==> src/verilog/diad_config.svh <==
`ifndef DIAD_CONFIG_SVH
`define DIAD_CONFIG_SVH

// Word address bits of the shared memory.
`define DIAD_ADDR_W 8

// Instruction and register width.
`define DIAD_DATA_W 16

// Register count, r0 reads as zero.
`define DIAD_NREG 8

// Cycles from fetch issue to retire_valid without stalls.
`define DIAD_PIPE_DEPTH 6

`endif

==> src/verilog/diad_mem.sv <==
`timescale 1ns/10ps
`include "diad_config.svh"

module diad_mem (
    input  logic                    iw_clk,
    input  logic [`DIAD_ADDR_W-1:0] a_addr,
    output logic [`DIAD_DATA_W-1:0] a_rdata,
    input  logic                    b_we,
    input  logic [`DIAD_ADDR_W-1:0] b_addr,
    input  logic [`DIAD_DATA_W-1:0] b_wdata,
    output logic [`DIAD_DATA_W-1:0] b_rdata
);

    localparam int DEPTH = 1 << `DIAD_ADDR_W;

    logic [`DIAD_DATA_W-1:0] ram [DEPTH];

    // Instruction port.
    always_ff @(posedge iw_clk) begin
        a_rdata <= ram[a_addr];
    end

    // Data and program load port.
    always_ff @(posedge iw_clk) begin
        if (b_we) begin
            ram[b_addr] <= b_wdata;
        end
        b_rdata <= ram[b_addr];
    end

endmodule

==> config.mk <==
export PLATFORM = sky130hd
export DESIGN_NAME = diad_mem
export DESIGN_NICKNAME = d
export VERILOG_FILES = /design/src/verilog/diad_mem.sv
export VERILOG_INCLUDE_DIRS = /design/src /design/src/verilog
export SDC_FILE = /design/constraint.sdc
export NUM_CORES = 2
export LEC_CHECK = 0
export BUFFER_PORTS_ARGS = -buffer_cell sky130_fd_sc_hd__buf_2
export CAP_MARGIN = 5
export CELL_PAD_IN_SITES_DETAIL_PLACEMENT = 1
export CELL_PAD_IN_SITES_GLOBAL_PLACEMENT = 2
export CORE_MARGIN = 3
export CORE_UTILIZATION = 44
export DETAILED_ROUTE_END_ITERATION = 6
export GPL_TIMING_DRIVEN = 0
export PLACE_DENSITY = 0.82
export RECOVER_POWER = 100
export REMOVE_ABC_BUFFERS = 1
export SLEW_MARGIN = 5
export SYNTH_ARGS = -nofsm -noshare
export SYNTH_HDL_FRONTEND = slang
export SYNTH_SLANG_ARGS = --single-unit
==> constraint.sdc <==
create_clock -name iw_clk -period 6.15 [get_ports iw_clk]
set_clock_uncertainty 0.05 [all_clocks]
set_input_delay 0.9225 -clock iw_clk [delete_from_list [all_inputs] [get_ports iw_clk]]
set_output_delay 0.9225 -clock iw_clk [all_outputs]
set_load 0.02 [all_outputs]
Yosys cells after proc, flatten, opt, wreduce, memory -nomap -nowiden
Memories as Yosys holds them, arrays and structs flattened. A register that Yosys moved wholly into a read port is not among the register bits.
Cells that the tools add are included.
- muxes and demuxes: 2
- operators with widths (kind ; count):
    1-bit 2-to-1 mux ; 2
- memory bits (writable): 4096
- memories: 1
- logic and storage cells: 3
- flip-flop bits (word level): 0
- memory list (name ; depth ; bits a word ; rd ports ; clocked after Yosys merged registers in ; write ports ; RTL line ; RTL):
    ram ; 256 ; 16 ; 2 ; 2 ; 1 ; diad_mem.sv:16 ; logic [`DIAD_DATA_W-1:0] ram [DEPTH];

Logic depth before layout (Yosys ltp)
- depth in word-level cells: 2
- depth in mapped cells: 13
- depth with buffers taken out: 7

Worst setup path before layout
No wires, ideal clock.
- path type: input to register
- start: input b_addr[1]
- end: memory ram[107][0] in the netlist's numbering, enable pin
- path buffers: 8
- arrival time: 3.597 ns
- stages: 10
- setup slack: 2.115 ns
- path through: buf_4 buf_2 buf_2 buf_2 buf_2 buf_2 clkbuf_1 nand3_1 clkbuf_1 nor2_1
- RTL lines (element ; RTL line ; RTL):
    start, declared ; diad_mem.sv:9 ; input logic [`DIAD_ADDR_W-1:0] b_addr,
    end, declared ; diad_mem.sv:16 ;
No word-level cell before the write port.

==> summary.md <==
| Metric | Value |
|---|---|
| Reg area | 124000 µm² |
| I/O Buffers | 65 |
| Die Width | 665 µm |
| DRC Markers | 1 |
| Vias/cell | 7.34 |
| Clock latency on the worst-skew pair | 1.03 ns |
| Critical Path End Type | register |
| Startpoint types | input port |
| Worst Setup EP | b_rdata[13] |
| Antenna violations before repair | 68 |
| Hold Crit Class | in -> reg |
| Finish-stage setup viols | 572 |
| Number of synthesized register bits | 4128 |
| Async set or reset register ratio after synthesis | 0% |
| DR iter-0 viols | 20300 |
| Tot Pwr | 62700 µW |
| Critical Path AT | 7.31 ns |
| Slew HR | -337% |
| Core Rows | 241 |
| Core area | 432000 µm² |
| DRT Wirelength | 705000 µm |
| CTS max path bufs | 4 |
| WL/cell | 45.1 µm |
| Yosys cell types | 59 |
| Fin. Hold Viols | 0 |
| Final hold slack | 0.219 ns |
| Worst-Margin Slew | 6.55 ns |
| CTS H-Tree Depth | 5 |
| Reg-to-Reg End | b_rdata[4] |
| Avg Cell Area, Syn | 20.1 µm² |
| GRT Residual Overflow | 0 |
| RR Startpoint | ram[135][4] |
| Filler Cell Count | 38100 |
| Share of cells above drive strength 1 | 31.7% |
| Worst R2R Path Depth | 6 |
| Drt first pass iters | 7 |
| Mapped Area | 191000 µm² |
| Clk sinks | 4128 |
| Leakage | 0.0663 µW |
| ANT nets after route | 0 |
| Vias in the first global route | 116000 |
| Reported max-cap violation count | 62 |
| Sequential fraction of the synthesis area | 64.8% |
| Ports | 66 |
| Final core occ | 49.7% |
| Final nets | 9544 |
| Peak supply drop | 232 µV |
| P&R area growth vs syn | 12.4% |
| Clk root buf | clkbuf_16 |
| Flop-to-flop setup slack | 1.97 ns |
| Inserted Clock Buffers | 425 |
| Final setup margin | -0.313 ns |
| Critical setup path kind | in -> reg |
| Multi-input logic area | 64400 µm² |
| EDFF count, synth | 4096 |
| Cell count after synthesis | 9500 |
| Gpl congestion | 0.884 |
| Die area | 442000 µm² |
| Initial core utilization | 44.2% |
| Failing checks | design-rule violations, max-capacitance violations, max-slew violations, negative setup slack |
| Pins Over Slew Limit | 2630 |
| Detailed Place HPWL | 437000 µm |
| CTS tree | built |
| Critical Path Start | b_addr[7] |
| Result of the run | finished, violations left |
| Clk slew on worst S/H paths | 0.06 ns |
| First-pass GRT wire length | 962000 µm |
| Maximum fanout along the worst path | 15 |
| PD cells | 292 nW/µm² |
| Ys Warns | 0 |
| Fin crit share | 105% |
| Die Y-Extent | 665 µm |
| Largest net degree at the start of global routing | 161 |
| CP required | 7.00 ns |
| Max Freq | 0.155 GHz |
| Top_reg_cell synth | edfxtp_1 |
| Min cycle time layout | 6.46 ns |
| DR vias | 115000 |
| GRT Total Usage | 31.3% |
-- cells in the final DEF, fill, tap and decap left out, drive strengths merged, types with 174 or more instances in the layout --
cell type	n
edfxtp	4096
mux4	1982
mux2i	717
clkbuf	654
nor2	350
buf	211
o22ai	209
o221ai	205
nand2	199
a21oi	174
-- worst max-delay path, cell delays in order --
cell and delay [ns]:
buf_2 0.81, nand2b_1 0.86, nor2_1 1.39, nand2_1 0.87, o22ai_1 1.24, a21oi_1 0.52
and4_1 0.38, nand4_1 0.27
-- cell type report --
cell class / instances / area share [%]
antenna: 77 / 0.0899
clock buffer: 528 / 5.26
clock inverter: 240 / 1.08
inverter: 7 / 0.0251
multi-input combinational: 4596 / 30.0
sequential: 4128 / 57.7
tap: 5710 / 3.33
timing repair buffer: 352 / 2.52
-- cells in the mapped netlist (all sizes together) (6+ instances only) --
library cell | count | area share [%]
a22oi | 142 | 0.56
nand2 | 199 | 0.39
nor4 | 27 | 0.089
nor2 | 350 | 0.69
nor3 | 97 | 0.25
a22o | 36 | 0.17
a211o | 8 | 0.037
edfxtp | 4096 | 64
o22ai | 209 | 0.69
or2 | 8 | 0.026
or3 | 16 | 0.052
buf | 453 | 1.6
nor2b | 15 | 0.049
nand2b | 14 | 0.046
a32oi | 15 | 0.069
o32ai | 12 | 0.055
a221oi | 25 | 0.12
a211oi | 41 | 0.16
mux4 | 1982 | 23
a2111oi | 21 | 0.096
a31oi | 16 | 0.052
nand4 | 28 | 0.092
mux2i | 717 | 3.8
o21ai | 97 | 0.25
dfxtp | 32 | 0.34
inv | 6 | 0.012
a21oi | 174 | 0.46
and2 | 11 | 0.036
nand3 | 60 | 0.16
clkbuf | 317 | 0.62
o221ai | 205 | 0.94
-- metrics by stage --
step / cells / instance area [µm²] / setup TNS [ns] / setup slack (ns)
floorplan: 8730 / 187000 / -558.93 / -2.16
finish: 15600 / 214000 / -52.47 / -0.313
detailed placement: 14800 / 202000 / -401.18 / -2.63
CTS: 15600 / 216000 / 0 / 0.00702
global placement: 14500 / 194000 / - / -55.68
global route: 15600 / 214000 / -0.0322 / -0.0322
-- metal layers --
metal,wire [µm],track usage (%)
met2,316000,46.3
met5,489,0
met4,54500,20.5
met1,235000,39.2
met3,98900,11.2
-- power breakdown --
group / internal, µW / leakage, µW / switching [µW]
Sequential: 31100 / 0.0371 / 46.7
Clock: 14600 / 0.00664 / 11400
Combinational: 1940 / 0.0226 / 3630
Total: 47600 / 0.0663 / 15100
-- registers in the layout, summed over array words and instances (netlist names) --
name and cells:
ram 4096, a_rdata 16, b_rdata 16
-- cell families (layout without fill, tap and decap cells) --
family / Yosys count / in the layout / synth area share, %
buffers and inverters: 777 / 1127 / 2.21
DFF: 4128 / 4128 / 64.8
AOI/OAI and AO/OA: 1038 / 1038 / 3.82
and+or+nand+nor: 853 / 854 / 2.00
other: 0 / 77 / 0
muxes: 2704 / 2704 / 27.2
-- what timing repair did --
action,in CTS,in global routing
buffers inserted,0,0
pin swaps,8,0
gates cloned,7,3
gates resized for setup,22,11
hold buffers,0,0
setup endpoints to repair,24,18
-- worst min-delay path by stage --
stage,from,endpoint,slack (ns),cells after the start
detailed placement,ram[5][15],b_rdata[15],1.02,5
global placement,ram[6][15],b_rdata[15],0.98,5
global route,b_wdata[8],ram[188][8],0.22,1
CTS,b_wdata[8],ram[188][8],0.04,1
finish,b_wdata[8],ram[188][8],0.22,1
floorplan,ram[92][12],b_rdata[12],0.76,5
Power figures use the tool's default switching activity.
