File: src/verilog/diad_config.svh
`ifndef DIAD_CONFIG_SVH
`define DIAD_CONFIG_SVH

// Word address bits of the shared memory.
`define DIAD_ADDR_W 8

// Instruction and register width.
`define DIAD_DATA_W 16

// Register count, r0 reads as zero.
`define DIAD_NREG 8

// Cycles from fetch issue to retire_valid without stalls.
`define DIAD_PIPE_DEPTH 6

`endif

File: src/verilog/diad_isa_pkg.sv
`include "diad_config.svh"

package diad_isa_pkg;

    typedef logic [$clog2(`DIAD_NREG)-1:0] reg_t;

    typedef enum logic [2:0] {
        OP_ADD  = 3'd0,
        OP_SUB  = 3'd1,
        OP_AND  = 3'd2,
        OP_OR   = 3'd3,
        OP_XOR  = 3'd4,
        OP_ADDI = 3'd5,
        OP_LD   = 3'd6,
        OP_ST   = 3'd7
    } opcode_e;

    typedef struct packed {
        opcode_e    opcode;
        reg_t       rd;
        reg_t       rs1;
        reg_t       rs2;
        logic [3:0] unused;
    } rfmt_t;

    typedef struct packed {
        opcode_e           opcode;
        reg_t              rd;      // Store data source for OP_ST.
        reg_t              rs1;
        logic signed [6:0] imm;
    } ifmt_t;

    typedef union packed {
        rfmt_t r;
        ifmt_t i;
    } instr_u;

endpackage

File: src/verilog/diad_pipe_pkg.sv
`include "diad_config.svh"

package diad_pipe_pkg;

    typedef logic [`DIAD_ADDR_W-1:0] addr_t;
    typedef logic [`DIAD_DATA_W-1:0] word_t;

    typedef struct packed {
        logic                 valid;
        addr_t                pc;
        diad_isa_pkg::instr_u instr;
        word_t                a;
        word_t                b;       // Second operand or store data.
    } dec_ex_t;

    typedef struct packed {
        logic                 valid;
        addr_t                pc;
        diad_isa_pkg::instr_u instr;
        word_t                result;  // ALU result or data address.
        word_t                sdata;
    } ex_mem_t;

    typedef struct packed {
        logic               en;
        diad_isa_pkg::reg_t rd;
        word_t              data;
    } wb_t;

    typedef struct packed {
        addr_t              pc;
        word_t              instr;
        logic               we;
        diad_isa_pkg::reg_t rd;
        word_t              value;   // Stored data for OP_ST.
    } retire_t;

endpackage
File: src/verilog/diad_fetch.sv
`timescale 1ns/10ps
`include "diad_config.svh"

module diad_fetch (
    input  logic                  iw_clk,
    input  logic                  iw_rst,
    input  logic                  run,
    input  logic                  advance,
    input  logic                  stall,
    output diad_pipe_pkg::addr_t  mem_addr,
    input  diad_pipe_pkg::word_t  mem_rdata,
    output logic                  out_valid,
    output diad_pipe_pkg::addr_t  out_pc,
    output diad_isa_pkg::instr_u  out_instr
);

    diad_pipe_pkg::addr_t pc;
    diad_pipe_pkg::addr_t iss_pc;
    logic                 iss_valid;
    logic                 hold;

    assign hold = stall || !advance;

    // While held the pending word is read again so it is not lost.
    assign mem_addr = hold ? iss_pc : pc;

    always_ff @(posedge iw_clk or posedge iw_rst) begin
        if (iw_rst) begin
            pc        <= '0;
            iss_pc    <= '0;
            iss_valid <= 1'b0;
        end else if (!hold) begin
            iss_valid <= run;
            iss_pc    <= pc;
            if (run) begin
                pc <= pc + `DIAD_ADDR_W'd1;  // Upward only.
            end
        end
    end

    always_ff @(posedge iw_clk or posedge iw_rst) begin
        if (iw_rst) begin
            out_valid <= 1'b0;
        end else if (!hold) begin
            out_valid <= iss_valid;
        end
    end

    always_ff @(posedge iw_clk) begin
        if (!hold) begin
            out_pc    <= iss_pc;
            out_instr <= mem_rdata;
        end
    end

endmodule

File: config.mk
export PLATFORM = sky130hd
export DESIGN_NAME = diad_fetch
export DESIGN_NICKNAME = d
export VERILOG_FILES = /design/src/verilog/diad_isa_pkg.sv /design/src/verilog/diad_pipe_pkg.sv /design/src/verilog/diad_fetch.sv
export VERILOG_INCLUDE_DIRS = /design/src /design/src/verilog
export SDC_FILE = /design/constraint.sdc
export NUM_CORES = 1
export LEC_CHECK = 0
export BUFFER_PORTS_ARGS = -buffer_cell sky130_fd_sc_hd__buf_2
export CAP_MARGIN = 15
export CORE_UTILIZATION = 51
export CTS_CLUSTER_SIZE = 30
export DETAILED_ROUTE_END_ITERATION = 8
export PLACE_DENSITY = 0.85
export SETUP_SLACK_MARGIN = 0.15
export SYNTH_ARGS = -nofsm -noshare
export SYNTH_HDL_FRONTEND = slang
export SYNTH_SLANG_ARGS = --single-unit
File: constraint.sdc
create_clock -name iw_clk -period 6.2 [get_ports iw_clk]
set_input_delay 1.86 -clock iw_clk [delete_from_list [all_inputs] [get_ports iw_clk]]
set_output_delay 1.86 -clock iw_clk [all_outputs]
set_load 0.02 [all_outputs]
## Word-level counts from Yosys, hierarchy flattened

Index checks and enable logic that the tools add are counted.

- Register bits: 42
- Bits in latches: 0
- Bits in writable memories: 0
- ROM bits: 0
- Input bits: 21
- Output and inout port bits: 33
- Word-level logic and storage cells: 12
- Memories kept: 0

- Add/subtract/negate cells: 1
- $mul: 0
- Div/mod/pow operators: 0
- $lt $le $gt $ge: 0
- Equality and inequality tests: 0
- Shift-type cells: 0
- Mux-type cells: 1
- Bitwise gates (word level): 1
- Reductions and logical operators: 3

Operators with widths:

| kind | count |
|---|---|
| $add A8 B1 Y8 const B | 1 |
| $mux W8 | 1 |
| $reduce_and A2 Y1 | 1 |
| $logic_not A1 Y1 | 1 |
| $logic_or A1 B1 Y1 | 1 |
| $not A1 Y1 | 1 |

## Logic depth before layout (Yosys ltp)

- Depth after elaboration: 4
- Gate-level depth with buffers: 5
- Depth with buffers taken out: 4

## Worst setup path after synthesis

Ideal clock, no wire load.

- Kind: input -> output
- From: in stall
- To: out mem_addr[0]
- Arrival: 2797 ps
- Required time: 4340 ps
- Slack: 1543 ps
- Stages on the path: 5
- Buffers on the path: 1
- Cell sequence: nand2b_1 -> inv_1 -> buf_2 -> nand2_1 -> nand2_1

- Cells in the longest elaborated chain, start to end: 2

Ends and longest elaborated chain:

| element | RTL line | text |
|---|---|---|
| from (decl) | diad_fetch.sv:9 | `input logic stall,` |
| $logic_or A1 B1 Y1 | diad_fetch.sv:22 | `assign hold = stall \|\| !advance;` |
| $mux W8 | n/a |  |
| to (decl) | diad_fetch.sv:10 | `output diad_pipe_pkg::addr_t mem_addr,` |

No other way between the ends.

## Final worst setup path

- From: in stall
- To: out mem_addr[6]

Same word-level chain as after synthesis.

==> results.json <==
{
  "syn_avg_cell_area_um2": 15.5,
  "rsz0062_at_grt": "no",
  "cts_sinks": 42,
  "cp-end-kind": "primary output",
  "place_hpwl_um": 1850,
  "cp_slowest_cell": "inv_1",
  "grt_pass1_vias": 953,
  "netlist_area_um2": 1460,
  "area_growth_pct": 24.1,
  "ant_nets": 0,
  "synth_warnings": 0,
  "globalplace.congestion": 0.774,
  "clock_latency_ns": 0.34,
  "grt_max_degree": 20,
  "cts_resized": 0,
  "power_density_nw_per_um2": 334,
  "crit_chain": "buf_2 -> nand2b_1 -> inv_1 -> nand2_1 -> nand2_1 -> buf_2",
  "multi_input_area_um2": 263,
  "arrival_ns": 3.15,
  "max_cap_viol_count": 0,
  "synth-seq-cells": 42,
  "cts_buffers": 5,
  "cts_tree": "done",
  "postCtsSetupRepairBufs": 0,
  "synth-seq-area-share_pct": 80.4,
  "min_path_type": "flip-flop to flip-flop",
  "ios": 54,
  "rows": 19,
  "synthesis.nets": 116,
  "antenna_found_initial": 0,
  "core_um2": 2730,
  "register_area_um2": 1170,
  "ctsHoldBuffers": 0,
  "drt_pre_antenna_iters": 4,
  "finalSetupViolations": 0,
  "grt_remaining_overflow": 0,
  "period_needed_ns": 5.01,
  "cp_max_fo": 19,
  "dr.first_iter.drc_count": 20,
  "setup_tns_ns": 0,
  "ir_worst_vdd_mv": 0.317,
  "portBuffers": 53,
  "crit_family": "buffers and inverters",
  "final.fill_count": 217,
  "h-tree-depth": 2,
  "max-slew-margin-rel_pct": 56.4,
  "syn_inst": 94,
  "start_util_pct": 53.3,
  "vias_per_cell": 5.02,
  "worst-path-buf-inv": 3,
  "ys_types": 15,
  "clock.fmax_mhz": 200,
  "clock_skew_ns": 0.00639,
  "final_max_slew_viol_count": 0,
  "num_antenna_cells": 0,
  "final_area_um2": 1810,
  "fin_crit_sh_pct": 80.8,
  "die-area_um2": 3070,
  "worst_ep_required_time_ns": 4.34,
  "crit_type": "primary input to primary output",
  "fp.dieH_um": 55.4,
  "drive_gt1_share_pct": 40.5,
  "grt_usage_pct": 18.6,
  "tightest_slew_ns": 0.653,
  "dieWidth_um": 55.4,
  "nNetsFinal": 174,
  "routedWlPerCell_um": 13.5,
  "drc": 0,
  "clockBufferDepth": 2,
  "leakagePower_nw": 0.870,
  "cts-root-buf": "clkbuf_4",
  "status": "complete, no violations",
  "critPathLaunchType": "primary input",
  "hold_viol": 0,
  "vias": 923,
  "max_stage_delay_ns": 0.52,
  "drt_wl_total_um": 2490,
  "clk_pin_slew_ns": 0.11,
  "placed_area_um2": 1750,
  "grt_pass1_wl_um": 4290
}
## kinds of logic (layout without fill, tap and decap cells)
family / after synthesis / after routing / share of synthesized area, %
xor+xnor: 7 / 7 / 4.21
compound gates: 1 / 1 / 0.516
flops: 42 / 42 / 80.4
simple gates: 37 / 37 / 11.4
buf+inv: 5 / 64 / 1.55
fa+ha+maj: 1 / 1 / 0.859
mux: 1 / 1 / 1.03
## cell type report
type / count / area share (%)
clock buffer: 5 / 2.08
clock inverter: 3 / 0.900
inverter: 2 / 0.416
multi-input combinational: 47 / 14.5
sequential: 42 / 64.8
tap: 31 / 2.15
timing repair buffer: 54 / 15.1
## Yosys cell counts
cell	count	share of area, %
nand4_1	5	2.1
nand2b_1	1	0.43
xor2_1	1	0.60
a21o_1	1	0.52
and3b_1	1	0.60
nand2_1	28	7.2
edfxtp_1	24	49
mux2_4	1	1.0
and3_1	1	0.43
buf_2	3	1.0
ha_1	1	0.86
dfrtp_1	18	31
inv_1	2	0.52
xnor2_1	6	3.6
and4_1	1	0.60
## power by group
group | internal [mW] | switching, mW | leakage, nW
combinational | 0.0421 | 0.0657 | 0.378
sequential | 0.339 | 0.0331 | 0.464
clock | 0.0422 | 0.0808 | 0.0286
## per-stage QoR
stage | util, % | power, mW | setup slack, ns | std cells | hold WS [ns]
final | 66.1 | 0.603 | 1.19 | 184 | 0.467
after CTS | 66.1 | 0.612 | 1.19 | 184 | 0.475
after floorplan | - | 0.441 | 1.54 | 94 | 0.425
after global placement | 64.1 | 0.482 | 1.26 | 176 | 0.440
after detailed placement | 64.1 | 0.487 | 1.20 | 176 | 0.448
after global routing | 66.1 | 0.638 | 0.989 | 184 | 0.475
## routing by layer
layer  vias up  wire length (µm)  GRT usage, %
met1       425               945          21.6
met3         6               235          6.09
met2        52              1260          30.6
met4         0                46          9.64
li1        440                 -             -
met5         -                 0             0
## worst paths after layout
kind                            cells past startpoint           startpoint  slack, ns                  end
min in group asynchronous                           2               iw_rst       1.59  iss_pc[6]$_DFF_PP0_
worst max register to register                      2    pc[0]$_DFFE_PP0P_       5.05    pc[1]$_DFFE_PP0P_
worst max-delay path                                6                stall       1.19          mem_addr[6]
max in group asynchronous                           2               iw_rst       4.19    pc[4]$_DFFE_PP0P_
worst min register to register                      0  iss_pc[2]$_DFF_PP0_       0.47  out_pc[2]$_DFFE_PP_
worst min-delay path                                0  iss_pc[2]$_DFF_PP0_       0.47  out_pc[2]$_DFFE_PP_
## sequential cells by signal, summed over array words and instances, names as in the netlist
signal,cells
iss_valid,1
out_pc,8
pc,8
out_instr,16
out_valid,1
iss_pc,8
## worst reg2reg max path: cells and delay by family (launching register included)
| kind | cells | cell delay (ns) |
|---|---|---|
| flops | 1 | 0.48 |
| fa+ha+maj | 1 | 0.32 |
| mux | 1 | 0.25 |
## cells in the final DEF (no fill, tap or decap)
cell type | netlist | routed
clkinvlp_4 | 0 | 1
and4_1 | 1 | 1
dfrtp_1 | 18 | 18
clkbuf_4 | 0 | 5
a21o_1 | 1 | 1
and3b_1 | 1 | 1
clkinv_2 | 0 | 1
xnor2_1 | 6 | 6
ha_1 | 1 | 1
nand2_1 | 28 | 28
clkinv_1 | 0 | 1
inv_1 | 2 | 2
buf_4 | 0 | 1
and3_1 | 1 | 1
buf_2 | 3 | 53
xor2_1 | 1 | 1
nand4_1 | 5 | 5
mux2_4 | 1 | 1
edfxtp_1 | 24 | 24
nand2b_1 | 1 | 1
(Power assumes the default switching activity.)
