`src/verilog/diad_config.svh`:
```
`ifndef DIAD_CONFIG_SVH
`define DIAD_CONFIG_SVH

// Word address bits of the shared memory.
`define DIAD_ADDR_W 8

// Instruction and register width.
`define DIAD_DATA_W 16

// Register count, r0 reads as zero.
`define DIAD_NREG 8

// Cycles from fetch issue to retire_valid without stalls.
`define DIAD_PIPE_DEPTH 6

`endif

```
`src/verilog/diad_isa_pkg.sv`:
```
`include "diad_config.svh"

package diad_isa_pkg;

    typedef logic [$clog2(`DIAD_NREG)-1:0] reg_t;

    typedef enum logic [2:0] {
        OP_ADD  = 3'd0,
        OP_SUB  = 3'd1,
        OP_AND  = 3'd2,
        OP_OR   = 3'd3,
        OP_XOR  = 3'd4,
        OP_ADDI = 3'd5,
        OP_LD   = 3'd6,
        OP_ST   = 3'd7
    } opcode_e;

    typedef struct packed {
        opcode_e    opcode;
        reg_t       rd;
        reg_t       rs1;
        reg_t       rs2;
        logic [3:0] unused;
    } rfmt_t;

    typedef struct packed {
        opcode_e           opcode;
        reg_t              rd;      // Store data source for OP_ST.
        reg_t              rs1;
        logic signed [6:0] imm;
    } ifmt_t;

    typedef union packed {
        rfmt_t r;
        ifmt_t i;
    } instr_u;

endpackage

```
`src/verilog/diad_pipe_pkg.sv`:
```
`include "diad_config.svh"

package diad_pipe_pkg;

    typedef logic [`DIAD_ADDR_W-1:0] addr_t;
    typedef logic [`DIAD_DATA_W-1:0] word_t;

    typedef struct packed {
        logic                 valid;
        addr_t                pc;
        diad_isa_pkg::instr_u instr;
        word_t                a;
        word_t                b;       // Second operand or store data.
    } dec_ex_t;

    typedef struct packed {
        logic                 valid;
        addr_t                pc;
        diad_isa_pkg::instr_u instr;
        word_t                result;  // ALU result or data address.
        word_t                sdata;
    } ex_mem_t;

    typedef struct packed {
        logic               en;
        diad_isa_pkg::reg_t rd;
        word_t              data;
    } wb_t;

    typedef struct packed {
        addr_t              pc;
        word_t              instr;
        logic               we;
        diad_isa_pkg::reg_t rd;
        word_t              value;   // Stored data for OP_ST.
    } retire_t;

endpackage
```
`src/verilog/diad_execute.sv`:
```
`timescale 1ns/10ps
`include "diad_config.svh"

module diad_execute (
    input  logic                    iw_clk,
    input  logic                    iw_rst,
    input  logic                    advance,
    input  diad_pipe_pkg::dec_ex_t  in,
    output diad_pipe_pkg::ex_mem_t  out
);

    diad_pipe_pkg::word_t imm_ext;
    diad_pipe_pkg::word_t result;

    assign imm_ext = {{(`DIAD_DATA_W - 7){in.instr.i.imm[6]}}, in.instr.i.imm};

    always_comb begin
        case (in.instr.r.opcode)
            diad_isa_pkg::OP_ADD: begin
                result = in.a + in.b;
            end
            diad_isa_pkg::OP_SUB: begin
                result = in.a - in.b;
            end
            diad_isa_pkg::OP_AND: begin
                result = in.a & in.b;
            end
            diad_isa_pkg::OP_OR: begin
                result = in.a | in.b;
            end
            diad_isa_pkg::OP_XOR: begin
                result = in.a ^ in.b;
            end
            default: begin
                result = in.a + imm_ext;  // ADDI sum or LD/ST address.
            end
        endcase
    end

    always_ff @(posedge iw_clk or posedge iw_rst) begin
        if (iw_rst) begin
            out <= '0;
        end else if (advance) begin
            out <= '{valid:  in.valid,
                     pc:     in.pc,
                     instr:  in.instr,
                     result: result,
                     sdata:  in.b};
        end
    end

endmodule

```
`config.mk`:
```
export PLATFORM = sky130hd
export DESIGN_NAME = diad_execute
export DESIGN_NICKNAME = d
export VERILOG_FILES = /design/src/verilog/diad_isa_pkg.sv /design/src/verilog/diad_pipe_pkg.sv /design/src/verilog/diad_execute.sv
export VERILOG_INCLUDE_DIRS = /design/src /design/src/verilog
export SDC_FILE = /design/constraint.sdc
export NUM_CORES = 1
export LEC_CHECK = 0
export ABC_AREA = 0
export BUFFER_PORTS_ARGS = -buffer_cell sky130_fd_sc_hd__buf_4
export CORE_MARGIN = 2
export CORE_UTILIZATION = 30
export DETAILED_ROUTE_END_ITERATION = 8
export SYNTH_ARGS = -nofsm -noshare
export SYNTH_HDL_FRONTEND = slang
export SYNTH_SLANG_ARGS = --single-unit
```
`constraint.sdc`:
```
create_clock -name iw_clk -period 2.55 [get_ports iw_clk]
set_input_delay 0.3825 -clock iw_clk [delete_from_list [all_inputs] [get_ports iw_clk]]
set_output_delay 0.3825 -clock iw_clk [all_outputs]
set_load 0.05 [all_outputs]
```
# ---- Yosys cells after proc, flatten, opt, wreduce, memory -nomap -nowiden
# Cells that the tools add are included.
dict set report word_totals {
  ff_bits 57
  input_bits 60
  word_cells 17
}
dict set report op_classes {
  add_sub_neg 3
  n_eq_ne 4
  muxes 1
  bitwise 3
  n_reduce_logical 1
}
# op n
set ops {}
lappend ops {{$pmux 16 s5} 1}
lappend ops {{$add 16x16->16} 2}
lappend ops {{$and 16x16->16} 1}
lappend ops {{$or 16x16->16} 1}
lappend ops {{$sub 16x16->16} 1}
lappend ops {{$xor 16x16->16} 1}
lappend ops {{$eq 3x2->1 const B} 2}
lappend ops {{$eq 3x1->1 const B} 1}
lappend ops {{$eq 3x3->1 const B} 1}
lappend ops {{$logic_not 3->1} 1}

# ---- Longest topological paths before layout
dict set report depth {
  word_depth 2
  ltp_mapped 15
}

# ---- Least setup slack after synthesis
# No wires, ideal clock.
dict set report synth_path {
  path_type {input port to flip-flop}
  start {input in[46] in the netlist's numbering}
  end {register out[31] in the netlist's numbering}
  setup_time_ns 0.120
  arrival_time_ns 2.871
  path_slack_ns -0.440
  cell_stages 13
  cell_sequence {clkbuf_1 -> or2_1 -> clkbuf_1 -> clkbuf_1 -> o21ai_0 -> ha_1 -> a21o_1 -> nor2_1 -> o2bb2ai_1 -> a21oi_1 -> a41oi_1 -> or3_1 -> a31o_1}
}
dict set report synth_between {
  elab_chain_cells 2
}
# element line_no
set synth_lines {}
lappend synth_lines {{from (decl)} diad_execute.sv:8} ;# input diad_pipe_pkg::dec_ex_t in,
lappend synth_lines {{$eq 3x3->1, or another cell as far along} diad_execute.sv:18} ;# case (in.instr.r.opcode)
lappend synth_lines {{$pmux 16 s5 *} diad_execute.sv:18}
lappend synth_lines {{to (signal assigned)} diad_execute.sv:44} ;# out <= '{valid: in.valid,
lappend synth_lines {{to (decl)} diad_execute.sv:9} ;# output diad_pipe_pkg::ex_mem_t out
# Every way passes the cells marked *; elsewhere a longest branch is shown, timed or not.
# A chain may end at the register's enable or synchronous reset.

# ---- Worst setup path in the final report
dict set report layout_path {
  start {input in[3] in the netlist's numbering}
  end {register out[31] in the netlist's numbering}
}
dict set report layout_between {
  elab_chain_cells 2
}
# element line_no
set layout_lines {}
lappend layout_lines {{$sub 16x16->16 / $add 16x16->16 (equally long branches)} {diad_execute.sv:23, diad_execute.sv:20}}
lappend layout_lines {{$pmux 16 s5 *} diad_execute.sv:18}
# Marks and branches as above.

==> metrics.md <==
| Metric | Value |
|---|---|
| Reg power frac | 0.277 |
| Reg2Reg Depth | 5 |
| Clock power frac | 0.304 |
| PD cells | 601 mW/mm^2 |
| Actual slew at the worst max-slew pin | 0.643 ns |
| Top_reg_cell synth | dfrtp_1 |
| Vias in the first global route | 4346 |
| PortBufs | 116 |
| Maximum vdd drop | 0.383 mV |
| Worst-skew pair later-pin latency | 0.33 ns |
| Filler cells | 1328 |
| Placed Cells | 802 |
| Max reg flops | 57 |
| # IOs | 117 |
| Vias per cell | 5.00 |
| Synthesis Warnings | 0 |
| Die Wd | 124 um |
| Layout cell share with drive strength beyond 1 | 0.478 |
| CTS Root Buffer Type | clkbuf_16 |
| Commonest non-fill, non-tap cells in the layout | 195 x buf_4, 57 x dfrtp_1, 47 x ha_1, 42 x mux2_2, 38 x inv_1 |
| Post-synth net total | 560 |
| Die Ht | 124 um |
| TritonCTS clock tree | built |
| Ant diodes | 0 |
| Max-cap viol count | 0 |
| Async SR Flop Fraction | 1.00 |
| Cell area after layout | 0.00656 mm^2 |
| Min Tclk post-route | 2.69 ns |
| Status | complete, but fails checks |
| Final wirelength | 13.3 mm |
| Antenna viol nets, final | 0 |
| Initial DRC count | 192 |
| Core footprint | 0.0139 mm^2 |
| Max frequency | 0.372 GHz |
| Max Clock Skew | 0 ns |
| Logic gate share of total power | 0.419 |
| Post-synth EDFFs | 0 |
| Reg2reg setup slack | 1.52 ns |
| H-Tree Depth | 3 |
| Pre-antenna DRT Iters | 4 |
| Largest regs | out: 57 flops |
| Cells after Synth | 448 |
| Largest cells by area after synthesis | dfrtp_1 33%, ha_1 15%, mux2_2 11% |
| Yosys top cell area share | 0.332 |
| CP endpoint | out[31] |
| Vias | 4131 |
| Sw Ratio | 0.371 |
| Sw power | 1.46 mW |
| Post-DR wirelength/cell | 16.1 um |
| CP Class | in2reg |
| Req. time, crit path | 2.77 ns |
| Seq/Total Area, Yosys | 0.332 |
| Final hold vios | 0 |
| Worst flop-to-flop path endpoint | out[30] |
| Net count, final | 754 |
| Fin Setup TNS | -0.354 ns |
| Max Slew Vio Count | 0 |
| CTS clk-pin slew, worst paths | 0.05 ns |
| Yosys reg bits | 57 |
| Reg with most FFs | out |
| Failing checks | setup timing |
| Critical path origin | in[3] |
| HPWL Detailed | 10.5 mm |
| Routability Congestion | 0.907 |
| Number of unique standard cell types used by synthesis | 56 |
| GR Util All Layers | 0.182 |
| Final setup fails | 5 |
| Unrepaired setup endpoints after global routing | true |
| DP Area | 0.00600 mm^2 |
| Worst r2r src | out[30] |
| Post-Synthesis Cell Area | 0.00430 mm^2 |
| Die ar. | 0.0153 mm^2 |
| Clk buf depth | 2 |
| Clock sink count | 57 |
| CTS Buf Count | 9 |
| Mapped Avg Cell Area | 9.59 um^2 |
| Yosys top cell by area | dfrtp_1 |
| Commonest non-fill, non-tap cell in the layout | buf_4 |
| Worst EP arrival | 2.91 ns |
| Setup crit end kind | flip-flop |
| Hold Crit Class | in2async |
| Int Pwr | 2.48 mW |
| Hold Buf Count CTS | 0 |
| # DRC | 0 |
| First-pass GRT wire length | 21.4 mm |
| Final period utilization | 1.06 |
| Leakage | 3.11 nW |
| Crit Path Max Fanout | 4 |
| Grt ovf | 0 |
| Initial antenna violation count | 0 |
| Final WS setup | -0.141 ns |
| Layout Cells excl Fill | 827 |
| Initial Utilization | 0.308 |
| FP Rows | 43 |
| Rel. slew slack | 0.571 |
| DP Worst Slack | -0.585 ns |
| Largest net degree at the start of global routing | 52 |
| Startpoint Class | primary input |
| Area Growth Syn to Fin | 52.6% |
-- cell usage after synthesis, types with 4 or more instances --
master,n
nand3_1,4
nor3_1,4
dfrtp_1,57
inv_1,39
nand2b_1,5
o21ai_1,4
a21oi_1,34
o21ai_0,22
a22oi_1,10
a21o_1,8
a41oi_1,4
a31oi_1,4
xor2_1,8
o22ai_1,12
clkbuf_1,13
buf_1,6
xnor2_1,20
nand2_1,15
nor2_1,29
nor2b_1,4
ha_1,51
mux2_2,42
-- stage by stage --
stage	hold WS (ns)	utilization	total power, mW
floorplan	0.534	-	2.08
global placement	0.486	0.431	2.64
detailed placement	0.492	0.431	2.67
CTS	0.134	0.462	3.95
global route	0.174	0.471	4.17
finish	0.130	0.471	3.94
-- power groups by stage --
stage / sequential (mW) / combinational, mW / clock [mW]
after floorplan: 1.52 / 0.559 / 0
after global placement: 1.10 / 1.54 / 0
after detailed placement: 1.11 / 1.56 / 0
after CTS: 1.09 / 1.62 / 1.24
after global routing: 1.11 / 1.78 / 1.28
final: 1.09 / 1.65 / 1.20
-- routing by layer --
layer	vias up	wire length, um	track usage
li1	2003	-	-
met1	1977	5540	0.218
met2	131	6620	0.312
met3	20	821	0.0458
met4	0	327	0.0717
met5	-	0	0
-- worst min-delay path by stage --
stage                     startpoint  endpoint  slack [ns]
after floorplan               in[39]   out[39]        0.53
after global placement        iw_rst   out[45]        0.49
after detailed placement     out[25]   out[25]        0.49
after CTS                     iw_rst   out[45]        0.13
after global routing          iw_rst    out[0]        0.17
final                         iw_rst   out[45]        0.13
-- cell families after synthesis --
family          after synthesis  share of synthesized area
mux                          43                      0.112
flops                        57                      0.332
xor+xnor                     29                     0.0609
simple gates                 83                      0.102
fa+ha+maj                    52                      0.153
compound gates              123                      0.186
buf+inv                      61                     0.0539
-- final cells by class --
cell class | instances | area, um^2 | area share
clock buffers | 11 | 243 | 0.0370
repair buffers | 204 | 1580 | 0.241
well taps | 180 | 225 | 0.0344
clock inverters | 5 | 55.1 | 0.00840
inverters | 40 | 150 | 0.0229
flip-flops and latches | 57 | 1430 | 0.218
multi-input cells | 330 | 2870 | 0.438
-- worst max-delay path, cell delays in order --
cell,delay (ns)
buf_6,0.10
nor4_4,0.36
and3_4,0.27
a21oi_2,0.06
xnor2_1,0.14
o21ai_1,0.08
ha_1,0.33
a21o_1,0.19
nor2_1,0.07
o2bb2ai_1,0.14
a21oi_2,0.17
a41oi_2,0.11
or3_1,0.32
a31o_1,0.18
-- timing repair --
| item | in CTS | in global routing |
|---|---|---|
| setup endpoints to repair | 6 | 10 |
| buffers inserted | 7 | 2 |
| resized for setup | 26 | 21 |
| pin swaps | 23 | 20 |
| endpoints found under the hold margin | 0 | 0 |
Power figures use the tool's default switching activity.
