## config.mk

```make
export PLATFORM = sky130hd
export DESIGN_NAME = diad_memory
export DESIGN_NICKNAME = d
export VERILOG_FILES = /design/src/verilog/diad_isa_pkg.sv /design/src/verilog/diad_pipe_pkg.sv /design/src/verilog/diad_memory.sv
export VERILOG_INCLUDE_DIRS = /design/src /design/src/verilog
export SDC_FILE = /design/constraint.sdc
export NUM_CORES = 1
export LEC_CHECK = 0
export BUFFER_PORTS_ARGS = -buffer_cell sky130_fd_sc_hd__buf_4
export CAP_MARGIN = 15
export CELL_PAD_IN_SITES_DETAIL_PLACEMENT = 0
export CELL_PAD_IN_SITES_GLOBAL_PLACEMENT = 1
export CORE_MARGIN = 5
export CORE_UTILIZATION = 35
export DETAILED_ROUTE_END_ITERATION = 16
export PLACE_DENSITY = 0.9
export SETUP_SLACK_MARGIN = 0.02
export SLEW_MARGIN = 20
export SYNTH_ARGS = -nofsm -noshare
export SYNTH_HDL_FRONTEND = slang
export SYNTH_SLANG_ARGS = --single-unit
```

## constraint.sdc

```tcl
create_clock -name iw_clk -period 5.6 [get_ports iw_clk]
set_clock_uncertainty 0.15 [all_clocks]
set_input_delay 1.68 -clock iw_clk [delete_from_list [all_inputs] [get_ports iw_clk]]
set_output_delay 1.68 -clock iw_clk [all_outputs]
set_load 0.005 [all_outputs]
```

## src/verilog/diad_config.svh

```systemverilog
`ifndef DIAD_CONFIG_SVH
`define DIAD_CONFIG_SVH

// Word address bits of the shared memory.
`define DIAD_ADDR_W 8

// Instruction and register width.
`define DIAD_DATA_W 16

// Register count, r0 reads as zero.
`define DIAD_NREG 8

// Cycles from fetch issue to retire_valid without stalls.
`define DIAD_PIPE_DEPTH 6

`endif

```

## src/verilog/diad_isa_pkg.sv

```systemverilog
`include "diad_config.svh"

package diad_isa_pkg;

    typedef logic [$clog2(`DIAD_NREG)-1:0] reg_t;

    typedef enum logic [2:0] {
        OP_ADD  = 3'd0,
        OP_SUB  = 3'd1,
        OP_AND  = 3'd2,
        OP_OR   = 3'd3,
        OP_XOR  = 3'd4,
        OP_ADDI = 3'd5,
        OP_LD   = 3'd6,
        OP_ST   = 3'd7
    } opcode_e;

    typedef struct packed {
        opcode_e    opcode;
        reg_t       rd;
        reg_t       rs1;
        reg_t       rs2;
        logic [3:0] unused;
    } rfmt_t;

    typedef struct packed {
        opcode_e           opcode;
        reg_t              rd;      // Store data source for OP_ST.
        reg_t              rs1;
        logic signed [6:0] imm;
    } ifmt_t;

    typedef union packed {
        rfmt_t r;
        ifmt_t i;
    } instr_u;

endpackage

```

## src/verilog/diad_pipe_pkg.sv

```systemverilog
`include "diad_config.svh"

package diad_pipe_pkg;

    typedef logic [`DIAD_ADDR_W-1:0] addr_t;
    typedef logic [`DIAD_DATA_W-1:0] word_t;

    typedef struct packed {
        logic                 valid;
        addr_t                pc;
        diad_isa_pkg::instr_u instr;
        word_t                a;
        word_t                b;       // Second operand or store data.
    } dec_ex_t;

    typedef struct packed {
        logic                 valid;
        addr_t                pc;
        diad_isa_pkg::instr_u instr;
        word_t                result;  // ALU result or data address.
        word_t                sdata;
    } ex_mem_t;

    typedef struct packed {
        logic               en;
        diad_isa_pkg::reg_t rd;
        word_t              data;
    } wb_t;

    typedef struct packed {
        addr_t              pc;
        word_t              instr;
        logic               we;
        diad_isa_pkg::reg_t rd;
        word_t              value;   // Stored data for OP_ST.
    } retire_t;

endpackage
```

## src/verilog/diad_memory.sv

```systemverilog
`timescale 1ns/10ps
`include "diad_config.svh"

module diad_memory (
    input  logic                    iw_clk,
    input  logic                    iw_rst,
    input  logic                    run,
    input  diad_pipe_pkg::ex_mem_t  in,
    input  logic                    load_valid,
    output logic                    load_ready,
    input  diad_pipe_pkg::addr_t    load_addr,
    input  diad_pipe_pkg::word_t    load_data,
    output logic                    b_we,
    output diad_pipe_pkg::addr_t    b_addr,
    output diad_pipe_pkg::word_t    b_wdata,
    input  diad_pipe_pkg::word_t    b_rdata,
    output diad_pipe_pkg::wb_t      wb,
    output logic                    retire_valid,
    input  logic                    retire_ready,
    output diad_pipe_pkg::retire_t  retire,
    output logic                    advance
);

    localparam int DCW = $clog2(`DIAD_PIPE_DEPTH + 1);
    localparam logic [DCW-1:0] DRAIN = DCW'(`DIAD_PIPE_DEPTH);

    diad_pipe_pkg::ex_mem_t s2;
    diad_pipe_pkg::word_t   value;
    logic                   s2_load;
    logic                   s2_store;
    logic                   s2_we;
    logic [DCW-1:0]         drain_cnt;

    assign advance    = !retire_valid || retire_ready;
    assign load_ready = !run && (drain_cnt == DRAIN);

    // Port B belongs to the load port while the core is stopped and empty.
    always_comb begin
        if (load_ready) begin
            b_we    = load_valid;
            b_addr  = load_addr;
            b_wdata = load_data;
        end else begin
            b_we    = advance && in.valid && (in.instr.i.opcode == diad_isa_pkg::OP_ST);
            b_addr  = advance ? in.result[`DIAD_ADDR_W-1:0] : s2.result[`DIAD_ADDR_W-1:0];
            b_wdata = in.sdata;
        end
    end

    assign s2_load  = s2.instr.i.opcode == diad_isa_pkg::OP_LD;
    assign s2_store = s2.instr.i.opcode == diad_isa_pkg::OP_ST;
    assign s2_we    = !s2_store && (s2.instr.i.rd != '0);

    assign value = s2_load ? b_rdata : (s2_store ? s2.sdata : s2.result);

    assign wb = '{en: advance && s2.valid && s2_we, rd: s2.instr.i.rd, data: value};

    always_ff @(posedge iw_clk or posedge iw_rst) begin
        if (iw_rst) begin
            s2           <= '0;
            retire_valid <= 1'b0;
            retire       <= '0;
        end else if (advance) begin
            s2           <= in;
            retire_valid <= s2.valid;
            retire       <= '{pc: s2.pc, instr: s2.instr, we: s2_we,
                              rd: s2.instr.i.rd, value: value};
        end
    end

    // Idle cycles since the last instruction seen, saturating at the depth.
    always_ff @(posedge iw_clk or posedge iw_rst) begin
        if (iw_rst) begin
            drain_cnt <= DRAIN;
        end else if (run || in.valid || s2.valid || retire_valid) begin
            drain_cnt <= '0;
        end else if (drain_cnt != DRAIN) begin
            drain_cnt <= drain_cnt + 1'b1;
        end
    end

endmodule

```

### Word-level counts from Yosys, hierarchy flattened

Index checks and enable logic that the tools add are counted.

| word-level totals | value |
|---|---|
| logic and storage cells | 41 |
| input port bits | 102 |
| output and inout bits | 92 |
| flip-flop bits (word level) | 105 |

| cells by class | value |
|---|---|
| eq/ne operators | 5 |
| muxes and demuxes | 8 |
| add/subtract/negate cells | 1 |
| reduce and logical (&&, ||, !) cells | 15 |

Operators by type and width:

| cell | count |
|---|---|
| 2-to-1 mux 16 bit | 3 |
| 2-to-1 mux 8 bit | 2 |
| == test 3 bit, second input constant | 4 |
| logical AND 1 bit | 6 |
| 2-to-1 mux 3 bit | 2 |
| logical OR 1 bit | 4 |
| adder 3 x 1 -> 3 bit, second input constant | 1 |
| zero test 1 bit | 3 |
| != test 3 bit, second input constant | 1 |
| nonzero test 3 bit | 1 |
| nonzero test 2 bit | 1 |
| 2-to-1 mux 1 bit | 1 |

### Logic depth before layout (Yosys ltp)

| depth | value |
|---|---|
| depth after elaboration | 5 |
| mapped depth | 8 |
| depth with buffers taken out | 5 |

### Least setup slack after synthesis

No wires, ideal clock.

| path | value |
|---|---|
| kind | input port to output port |
| start | input retire_ready |
| end | output b_addr[0] |
| slack | 1.137 ns |
| buffers on the path | 2 |
| stages on the path | 6 |
| arrival time | 2.633 ns |
| required time | 3.770 ns |
| cells stage by stage | nor2b_2 > buf_6 > inv_4 > buf_6 > mux2_4 > mux2_2 |

| between the ends | value |
|---|---|
| longest elaborated chain between the ends | 3 |

Ends and longest elaborated chain:

| item | line | source |
|---|---|---|
| start, declared | diad_memory.sv:19 | `input logic retire_ready,` |
| logical OR 1 bit | diad_memory.sv:34 | `assign advance = !retire_valid \|\| retire_ready;` |
| 2-to-1 mux 8 bit | diad_memory.sv:45 | `` b_addr = advance ? in.result[`DIAD_ADDR_W-1:0] : s2.result[`DIAD_ADDR_W-1:0]; `` |
| 2-to-1 mux 8 bit | diad_memory.sv:39 | `if (load_ready) begin` |
| end, declared | diad_memory.sv:14 | `output diad_pipe_pkg::addr_t b_addr,` |

No other way between the ends.

### Final worst setup path

| path | value |
|---|---|
| start | input retire_ready |
| end | output b_addr[7] |

Same word-level chain as after synthesis.

==> metrics.txt <==
Avg WL per Cell 15.1 um; CTS H-tree depth 3; die area 0.0158 mm2; clock buffer count from CTS 9; vias in the first global route 4109; FF-to-FF path depth 5; post-DR vias/cell 4.65; critical path class in2out; input/output buffers 193; Syn Area/Cell 9.14 um2; internal power 1.52 mW; Critical-path top delay cell mux2_2; status complete, no violations; leading area contributor after synthesis dfrtp_1; RSZ-0062 raised after global routing no; Worst path depth 6; Max stage delay on crit path 0.40 ns; sequential share of power 43.9%; top sig layer met4; final hold slack 0.317 ns; reg-to-reg startpoint retire_valid; First-pass DRT Iterations 5; Layout area overhead 39.0%; power density over the cells 325 mW/mm2; fmax 0.212 GHz; DR WL met3 855 um; WL met1 5.61 mm; root buf cell clkbuf_16; CTS tree built; number of DRC markers in iteration 0 202; Critical Path RT 3.77 ns; min Tclk post-route 4.72 ns; Setup TNS 0 ns; clk_lat worst skew 0.34 ns; crit path cell chain buf_4 -> nor2b_4 -> inv_4 -> mux2_2 -> mux2_2 -> buf_4; Netlist cell types 30; Clk network pwr share 31.9%; Chip Width 126 um; setup ws final 0.879 ns; fin util 49.3%; Net Sw Frac 28.2%; post-route antenna net violation count 0; CTS Buffer Depth 2; placed insts 852; post-CTS setup buffers 0; most frequent cells in the layout nand2_1, buf_4, dfrtp_1; CP max FO 27; Die Height 126 um; Worst Hold Depth 2; sequential share of the synthesized area 54.6%; layout cell share with drive strength beyond 1 37.1%; maxcap violations 0; Vias 4037; commonest non-fill, non-tap cell in the layout nand2_1; Final period util 84.3%; peak supply drop 0.000138 V; antenna violations before repair 0; CP Data Arrival Time 2.89 ns; Syn Std Cell Area 0.00468 mm2; Yosys top cell area share 53.5%; crit end category primary output; final hold vios 0; fin. max-slew vios 0; clock slew at reported path FFs 0.07 ns; gpl congestion 0.782; grt total ovfl 0; Slew @ Worst Pin 1.08 ns; Crit. Startpoint retire_ready; Synth Net Count 616; worst relative slew slack 28.1%; fin area 0.00650 mm2; Worst setup endpoint b_addr[7]; met2 wire length 6.50 mm; Leakage 3.38 nW; startpoint types input port; core footprint 0.0132 mm2; sinks on the clock net 102; Comb power frac 24.2%; R2R Setup Slk 3.39 ns; first-pass GRT wire length 21.3 mm; Post-CTS Resized 0; register bit total from synthesis 102; Synth area leaders dfrtp_1, nand2_1, mux2_2; Rows 42; Pwr Total 2.11 mW; DR DRC count 0; largest net degree at the start of global routing 106; final net count 791; sw power 0.595 mW; Setup WS pre-CTS 0.862 ns; Critical R2R Capture retire[19]; dpl hpwl 9.38 mm; hold buffers post-CTS 0; Setup Viol. Count Final 0; Gate Count Post-Synth 512; Placed Area 0.00618 mm2; Overall Global Routing Usage 16.6%; Starting Density 35.5%; Finished Layout Cells 868; # IOs 194; Worst Hold Class reg2reg; CP top delay family multiplexers; # diodes 0; drt total wl 13.1 mm; min-delay src s2[39]; WP buf/inv 3; synth warn 0
==> metal layers <==
layer	vias to the layer above	global-route usage (%)
met3	13	4.19
met2	125	27.8
met5	-	0
met4	0	4.97
met1	1919	21.2
li1	1980	-
==> power by group through the flow <==
stage | Sequential, mW | Combinational [mW] | Clock, mW
2_1_floorplan | 0.930 | 0.248 | 0
3_3_place_gp | 0.935 | 0.511 | 0
3_5_place_dp | 0.941 | 0.522 | 0
4_1_cts | 0.929 | 0.523 | 0.694
5_1_grt | 0.945 | 0.571 | 0.718
6_report | 0.927 | 0.511 | 0.673
==> worst min-delay path by stage <==
stage | slack (ns) | endpoint
6_report | 0.32 | s2[39]
5_1_grt | 0.34 | s2[25]
4_1_cts | 0.32 | retire[40]
3_5_place_dp | 0.31 | s2[52]
3_3_place_gp | 0.30 | s2[36]
2_1_floorplan | 0.29 | s2[32]
==> flip-flops by register name (all words and copies together) (netlist names) <==
signal and cells:
s2 54, retire 41, drain_cnt 3, wb 3
retire_valid 1
==> worst reg2reg max path: cells and delay by family, from the launching register on <==
family | cells | cell delay [ns]
flops | 1 | 0.40
simple gates | 1 | 0.14
buf+inv | 3 | 1.03
mux | 1 | 0.38
==> cells by family (layout without fill, tap and decap cells) <==
family	after synthesis	count (layout)	share of synthesized area [%]
flops	102	102	54.6
compound gates	35	35	5.59
simple gates	300	300	25.7
buf+inv	39	219	5.11
fa+ha+maj	2	2	0.535
mux	33	33	8.26
xor+xnor	1	1	0.187
==> layout make-up <==
class,count,area [um2]
Timing Repair Buffer,199,1490
Multi-Input combinational cell,371,1890
Clock buffer,9,225
Inverter,4,20.0
Tap cell,176,220
Clock inverter,7,97.6
Sequential cell,102,2550
Fill cell,1251,6690
==> cells in the mapped netlist (all sizes together) <==
master,instances
nand2,238
dfrtp,100
nor2,36
mux2,33
buf,21
a211oi,17
o31ai,16
clkbuf,13
nor2b,12
and2b,5
inv,4
dfstp,2
ha,2
nand3,2
nor3,2
a21oi,1
and2,1
and3,1
dlymetal6s2s,1
nand2b,1
nand3b,1
o2bb2ai,1
or4,1
xnor2,1
No activity file was read; power rests on OpenSTA's default activity.
